[src/common/hit_consts.svh]
`ifndef HIT_CONSTS_SVH
`define HIT_CONSTS_SVH

// one signed coordinate of a hit point, relative to the ray origin
`define COORD_BITS 16

`define TRI_ID_BITS 12

// three squares of COORD_BITS values need two more bits than one square
`define DIST_BITS (2 * `COORD_BITS + 2)

`define HIT_FIFO_DEPTH 8

`endif

[src/common/hit_pkg.sv]
`include "hit_consts.svh"

package hit_pkg;

    typedef struct packed {
        logic signed [`COORD_BITS-1:0] x;
        logic signed [`COORD_BITS-1:0] y;
        logic signed [`COORD_BITS-1:0] z;
    } hit_point_t;

    // one record per tested triangle, last closes the ray
    typedef struct packed {
        logic                    hit;
        logic                    last;
        logic [`TRI_ID_BITS-1:0] tri_id;
        hit_point_t              point;
    } hit_rec_t;

    typedef struct packed {
        hit_rec_t              rec;
        logic [`DIST_BITS-1:0] dist2;
    } dist_rec_t;

    typedef struct packed {
        logic                    hit;
        logic [`TRI_ID_BITS-1:0] tri_id;
        hit_point_t              point;
        logic [`DIST_BITS-1:0]   dist2;
    } ray_result_t;

    typedef enum logic {
        RED_SCAN,
        RED_EMIT
    } reducer_state_t;

endpackage

[src/design/hit_fifo.sv]
`timescale 1ns/1ps
`include "hit_consts.svh"

module hit_fifo #(
    parameter int WIDTH = 8,
    parameter int DEPTH = `HIT_FIFO_DEPTH
) (
    input  logic             clock,
    input  logic             reset,
    input  logic             in_valid,
    output logic             in_ready,
    input  logic [WIDTH-1:0] in_data,
    output logic             out_valid,
    input  logic             out_ready,
    output logic [WIDTH-1:0] out_data
);

    localparam int PTR_BITS = (DEPTH > 1) ? $clog2(DEPTH) : 1;
    localparam logic [PTR_BITS-1:0] LAST_SLOT = PTR_BITS'(DEPTH - 1);
    localparam logic [PTR_BITS:0] FULL_COUNT = (PTR_BITS + 1)'(DEPTH);

    logic [WIDTH-1:0] mem [DEPTH];
    logic [PTR_BITS-1:0] wr_ptr;
    logic [PTR_BITS-1:0] rd_ptr;
    logic [PTR_BITS:0] count;
    logic push;
    logic pop;

    // a full FIFO refuses a write even when the head leaves in the same cycle
    assign in_ready = (count != FULL_COUNT);
    assign out_valid = (count != '0);
    assign out_data = mem[rd_ptr];

    assign push = in_valid && in_ready;
    assign pop = out_valid && out_ready;

    always_ff @(posedge clock or posedge reset) begin
        if (reset) begin
            wr_ptr <= '0;
            rd_ptr <= '0;
            count <= '0;
        end else begin
            if (push) begin
                wr_ptr <= (wr_ptr == LAST_SLOT) ? '0 : wr_ptr + 1'b1;
            end
            if (pop) begin
                rd_ptr <= (rd_ptr == LAST_SLOT) ? '0 : rd_ptr + 1'b1;
            end
            case ({push, pop})
                2'b10: count <= count + 1'b1;
                2'b01: count <= count - 1'b1;
                default: count <= count;
            endcase
        end
    end

    always_ff @(posedge clock) begin
        if (push) begin
            mem[wr_ptr] <= in_data;
        end
    end

endmodule

[src/design/nearest_hit_top.sv]
`timescale 1ns/1ps

module nearest_hit_top (
    input  logic                 clock,
    input  logic                 reset,
    input  logic                 in_valid,
    output logic                 in_ready,
    input  hit_pkg::hit_rec_t    in_rec,
    output logic                 out_valid,
    input  logic                 out_ready,
    output hit_pkg::ray_result_t out_result
);
    import hit_pkg::*;

    localparam int REC_BITS = $bits(hit_rec_t);
    localparam int RESULT_BITS = $bits(ray_result_t);

    logic [REC_BITS-1:0] in_flat;
    logic [REC_BITS-1:0] in_fifo_data;
    logic in_fifo_valid;
    logic in_fifo_ready;
    hit_rec_t fifo_rec;

    logic dist_valid;
    logic dist_ready;
    dist_rec_t dist_rec;

    logic red_valid;
    logic red_ready;
    ray_result_t red_result;
    logic [RESULT_BITS-1:0] red_flat;
    logic [RESULT_BITS-1:0] out_fifo_data;

    // the FIFOs store flat words, the structs are restored on the way out
    assign in_flat = in_rec;
    assign fifo_rec = hit_rec_t'(in_fifo_data);
    assign red_flat = red_result;
    assign out_result = ray_result_t'(out_fifo_data);

    hit_fifo #(
        .WIDTH(REC_BITS)
    ) in_fifo (
        .clock     (clock),
        .reset     (reset),
        .in_valid  (in_valid),
        .in_ready  (in_ready),
        .in_data   (in_flat),
        .out_valid (in_fifo_valid),
        .out_ready (in_fifo_ready),
        .out_data  (in_fifo_data)
    );

    dist_squared dist_squared (
        .clock     (clock),
        .reset     (reset),
        .in_valid  (in_fifo_valid),
        .in_ready  (in_fifo_ready),
        .in_rec    (fifo_rec),
        .out_valid (dist_valid),
        .out_ready (dist_ready),
        .out_rec   (dist_rec)
    );

    nearest_hit_reducer nearest_hit_reducer (
        .clock      (clock),
        .reset      (reset),
        .in_valid   (dist_valid),
        .in_ready   (dist_ready),
        .in_rec     (dist_rec),
        .out_valid  (red_valid),
        .out_ready  (red_ready),
        .out_result (red_result)
    );

    hit_fifo #(
        .WIDTH(RESULT_BITS)
    ) out_fifo (
        .clock     (clock),
        .reset     (reset),
        .in_valid  (red_valid),
        .in_ready  (red_ready),
        .in_data   (red_flat),
        .out_valid (out_valid),
        .out_ready (out_ready),
        .out_data  (out_fifo_data)
    );

endmodule

[src/nearest_hit/dist_squared.sv]
`timescale 1ns/1ps
`include "hit_consts.svh"

module dist_squared (
    input  logic               clock,
    input  logic               reset,
    input  logic               in_valid,
    output logic               in_ready,
    input  hit_pkg::hit_rec_t  in_rec,
    output logic               out_valid,
    input  logic               out_ready,
    output hit_pkg::dist_rec_t out_rec
);
    import hit_pkg::*;

    localparam int SQ_BITS = 2 * `COORD_BITS;
    localparam int DIST_W = `DIST_BITS;

    logic s1_valid;
    hit_rec_t s1_rec;
    logic [SQ_BITS-1:0] s1_sq_x;
    logic [SQ_BITS-1:0] s1_sq_y;
    logic [SQ_BITS-1:0] s1_sq_z;
    logic s2_valid;
    dist_rec_t s2_rec;
    logic advance;

    // the square of the most negative coordinate still fits in SQ_BITS
    function automatic logic [SQ_BITS-1:0] square(input logic signed [`COORD_BITS-1:0] c);
        logic signed [SQ_BITS-1:0] wide;
        wide = SQ_BITS'(c) * SQ_BITS'(c);
        return wide;
    endfunction

    // both stages move together whenever the output slot is free or being taken
    assign advance = !s2_valid || out_ready;
    assign in_ready = advance;

    assign out_valid = s2_valid;
    assign out_rec = s2_rec;

    always_ff @(posedge clock or posedge reset) begin
        if (reset) begin
            s1_valid <= 1'b0;
            s2_valid <= 1'b0;
        end else if (advance) begin
            s1_valid <= in_valid;
            s2_valid <= s1_valid;
        end
    end

    // records without a hit still pass because they carry the last flag to the reducer
    always_ff @(posedge clock) begin
        if (advance) begin
            if (in_valid) begin
                s1_rec <= in_rec;
                s1_sq_x <= square(in_rec.point.x);
                s1_sq_y <= square(in_rec.point.y);
                s1_sq_z <= square(in_rec.point.z);
            end
            if (s1_valid) begin
                s2_rec.rec <= s1_rec;
                s2_rec.dist2 <= DIST_W'(s1_sq_x) + DIST_W'(s1_sq_y) + DIST_W'(s1_sq_z);
            end
        end
    end

endmodule

[src/nearest_hit/nearest_hit_reducer.sv]
`timescale 1ns/1ps

module nearest_hit_reducer (
    input  logic                 clock,
    input  logic                 reset,
    input  logic                 in_valid,
    output logic                 in_ready,
    input  hit_pkg::dist_rec_t   in_rec,
    output logic                 out_valid,
    input  logic                 out_ready,
    output hit_pkg::ray_result_t out_result
);
    import hit_pkg::*;

    // empty ray: no hit, ID 0, origin point and the largest distance
    localparam ray_result_t NO_HIT = '{hit: 1'b0, tri_id: '0, point: '0, dist2: '1};

    reducer_state_t state;
    ray_result_t best;
    ray_result_t folded;
    ray_result_t result;
    logic accept;
    logic closer;

    // the result waits in RED_EMIT, so no record is taken until it leaves
    assign in_ready = (state == RED_SCAN);
    assign out_valid = (state == RED_EMIT);
    assign out_result = result;

    assign accept = in_valid && in_ready;

    // strict compare, so of two equal distances the earlier hit stays
    assign closer = in_rec.rec.hit && (in_rec.dist2 < best.dist2);

    always_comb begin
        folded = best;
        if (closer) begin
            folded.hit = 1'b1;
            folded.tri_id = in_rec.rec.tri_id;
            folded.point = in_rec.rec.point;
            folded.dist2 = in_rec.dist2;
        end
    end

    always_ff @(posedge clock or posedge reset) begin
        if (reset) begin
            state <= RED_SCAN;
            best <= NO_HIT;
        end else begin
            case (state)
                RED_SCAN: begin
                    if (accept) begin
                        if (in_rec.rec.last) begin
                            // the next ray starts from scratch
                            best <= NO_HIT;
                            state <= RED_EMIT;
                        end else begin
                            best <= folded;
                        end
                    end
                end
                RED_EMIT: begin
                    if (out_ready) begin
                        state <= RED_SCAN;
                    end
                end
                default: begin
                    state <= RED_SCAN;
                end
            endcase
        end
    end

    // the last record is folded in before the result is captured
    always_ff @(posedge clock) begin
        if (accept && in_rec.rec.last) begin
            result <= folded;
        end
    end

endmodule

[config.mk]
export PLATFORM = sky130hd
export DESIGN_NAME = nearest_hit_top
export DESIGN_NICKNAME = d
export VERILOG_FILES = /design/src/common/hit_pkg.sv /design/src/design/hit_fifo.sv /design/src/design/nearest_hit_top.sv /design/src/nearest_hit/dist_squared.sv /design/src/nearest_hit/nearest_hit_reducer.sv
export VERILOG_INCLUDE_DIRS = /design/src /design/src/common
export SDC_FILE = /design/constraint.sdc
export NUM_CORES = 2
export LEC_CHECK = 0
export ABC_AREA = 1
export BUFFER_PORTS_ARGS = -buffer_cell sky130_fd_sc_hd__buf_2
export CORE_MARGIN = 2
export CORE_UTILIZATION = 60
export CTS_CLUSTER_DIAMETER = 40
export DETAILED_ROUTE_END_ITERATION = 10
export GPL_TIMING_DRIVEN = 0
export PLACE_DENSITY = 0.78
export SLEW_MARGIN = 20
export SYNTH_ARGS = -nofsm -noshare
export SYNTH_HDL_FRONTEND = slang
export SYNTH_HIERARCHICAL = 1
export SYNTH_SLANG_ARGS = --single-unit
[constraint.sdc]
create_clock -name clock -period 11.9 [get_ports clock]
set_input_delay 0.595 -clock clock [delete_from_list [all_inputs] [get_ports clock]]
set_output_delay 0.595 -clock clock [all_outputs]
set_load 0.03 [all_outputs]
==> qor.csv <==
metric,value,unit
worst hold start,in_rec[49],
Final HPWL DP,206000,um
RR Startpoint,in_fifo/rd_ptr[1],
clk root buf,clkbuf_16,
worst hold endpoint,in_fifo/mem[1][49],
"EDFF count, synth",1599,
DRC,0,
sequential fraction of the synthesis area,48.7,%
# port buffers,162,
max_slew headroom,21.7,%
worst-case clock skew,0.0863,ns
Layout Nets,12980,
initial DRC count,7662,
R2R Setup Slk,3.03,ns
vias,76294,
crit path kind,flop to flop,
Worst EP arrival,9.41,ns
Cell variety after synth,49,
Levels on crit path,29,
largest net degree at the start of global routing,109,
"FF+latch count, synth",1717,
CP Max Fanout,10,
"Setup violations, final",0,
sequential cell area,0.0510,mm^2
final worst path period share,74.5,%
row cnt,153,
clk sinks,1717,
Worst Hold Depth,1,
CP bufs+invs,9,
# Post-CTS Setup Buffers,0,
Worst Tran Pin Value,1.18,ns
total grt overflow,0,
Worst R2R End,dist_squared/s1_sq_z[30],
Critical Path RT,12.45,ns
Worst path max stage delay,0.93,ns
Clock transition at path regs,0.06,ns
synth warn,6,
Critical Path Start,in_fifo/rd_ptr[1],
initial antenna violation count,21,
clock latency on the worst-skew pair,0.87,ns
H-tree Lvls,4,
number of global-route vias before repair,78473,
global placement routability congestion,0.926,
Max-cap violations,0,
"Hold Vio Cnt, Final",0,
DRT antenna net count,0,
outcome,completed,
routed vias/inst,5.32,
Startpoint Class,flop,
cell mode on critical path,nand2_1,
Starting Density,60.4,%
global-route wire length before repair,428000,um
Synth Cell Area,0.105,mm^2
post-placement cell area,0.110,mm^2
area growth from synthesis to layout,12.6,%
CTS tree,yes,
"Slowest-stage cell, CP",fa_1,
unrepaired setup endpoints after global routing,false,
main flop type after synthesis,edfxtp_1,
Finished Layout Cells,14349,
Worst Hold Class,input port to flop,
CTS Buffer Depth,3,
Routed WL,276000,um
fmax,0.113,GHz
Ports,163,
syn_area_per_cell,9.33,um^2
CTS Buf Count,211,
ys async rst share,6.87,%
WL/cell,19.2,um
# placed instances,13894,
critical path endpoint category,flop,
layout cells sized above 1,9.14,%
max-slew violations,0,
FF-to-FF path depth,29,
die width,422,um
Final Critical Period,8.87,ns
area occupied by multi-input gates,0.0436,mm^2
fillers,12645,
full die area,0.178,mm^2
core area,0.174,mm^2
Total Routing Usage GR,31.2,%
Crit path max-delay family,adder cells,
Die Y,422,um
Initial DRT Pass Iterations,8,
Cells after Synth,11227,
post-route cell area,0.118,mm^2
-- worst max-delay path by stage --
stage / to
2_1_floorplan: out_fifo/mem[6][0]
3_3_place_gp: out_fifo/mem[1][26]
3_5_place_dp: dist_squared/s1_sq_z[30]
4_1_cts: dist_squared/s1_sq_z[31]
5_1_grt: dist_squared/s1_sq_z[31]
6_report: dist_squared/s1_sq_z[30]
-- placed cells by master, fill, tap and decap left out, drive strengths merged, types with 38 or more instances in the layout --
| cell type | n |
|---|---|
| a21oi | 118 |
| o21ai | 191 |
| nor2 | 1468 |
| o21bai | 38 |
| buf | 575 |
| fa | 736 |
| dfrtp | 84 |
| nand3 | 252 |
| nand4 | 48 |
| nand2 | 3414 |
| and2 | 67 |
| clkbuf | 394 |
| clkinv | 87 |
| inv | 2260 |
| edfxtp | 1599 |
| nor3 | 52 |
| ha | 350 |
| xor2 | 93 |
| dlygate4sd3 | 46 |
-- routing by layer --
| layer | share of wire (%) | up-vias | track usage [%] |
|---|---|---|---|
| li1 | - | 35448 | - |
| met3 | 8.4 | 754 | 5.17 |
| met2 | 48 | 3586 | 52.2 |
| met5 | 0.028 | - | 0 |
| met4 | 5.0 | 14 | 15.1 |
| met1 | 38 | 36492 | 39.7 |
-- flip-flops by register name, summed over array words and instances (netlist names), 4 cells and up --
signal,cells
out_fifo/mem,760
in_fifo/mem,496
dist_squared/out_rec,96
nearest_hit_reducer/best,95
nearest_hit_reducer/out_result,95
dist_squared/s1_rec,62
dist_squared/s1_sq_x,30
dist_squared/s1_sq_y,30
dist_squared/s1_sq_z,30
in_fifo/count,4
out_fifo/count,4
-- cell usage after synthesis (all sizes together) (2+ instances only) --
cell type / count / area, um^2
a21o: 9 / 67.6
a21oi: 118 / 621
a31o: 6 / 52.6
and2: 67 / 419
buf: 235 / 1390
clkbuf: 158 / 596
clkinv: 4 / 15.0
dfrtp: 84 / 2100
dfstp: 34 / 893
edfxtp: 1599 / 48000
fa: 736 / 14700
ha: 350 / 4380
inv: 2213 / 8310
nand2: 3414 / 13200
nand3: 252 / 1310
nand3b: 9 / 67.6
nand4: 48 / 300
nor2: 1468 / 5570
nor3: 52 / 295
nor4: 2 / 12.5
o21a: 7 / 52.6
o21ai: 191 / 960
o21bai: 38 / 285
o22ai: 2 / 12.5
or2: 15 / 93.8
xnor2: 19 / 166
xor2: 93 / 815
-- metrics by stage --
stage	hold slack (ns)	setup WS, ns	utilization, %	TNS [ns]
finish	0.0496	3.03	67.9	0
global route	0.0265	2.70	67.9	0
CTS	0.0000272	3.30	67.9	0
detailed placement	0.405	3.38	63.5	0
global placement	0.401	-2.33	62.5	-1050.47
floorplan	0.336	3.98	-	0
-- area by class of cell --
cell class | instances | area share, %
diodes | 10 | 0.0212
plain buffers | 393 | 1.68
clock buffers | 236 | 4.63
clock inverters | 163 | 1.56
inverters | 2217 | 7.06
multi-input cells | 6902 | 36.9
flip-flops and latches | 1717 | 43.2
well taps | 2325 | 2.47
repair buffers | 386 | 2.39
-- kinds of logic (layout without fill, tap and decap cells) --
group | Yosys count | in the layout | synth area share (%)
other | 1 | 13 | 0.00358
adders and majority gates | 1086 | 1086 | 18.2
AOI/OAI and AO/OA | 373 | 373 | 1.97
xor gates and xnor gates | 112 | 112 | 0.936
and+or+nand+nor | 5328 | 5328 | 20.3
DFF | 1717 | 1717 | 48.7
buffers and inverters | 2610 | 3395 | 9.83
-- timing repair --
| item | in CTS | in global routing |
|---|---|---|
| gates resized for setup | 0 | 0 |
| setup endpoints to repair | 0 | 0 |
| hold buffers | 46 | 0 |
| hold endpoints to repair | 344 | 0 |
Power is not shown: default switching activity piles up to over one toggle a cycle in this logic, so the estimate is an artifact.
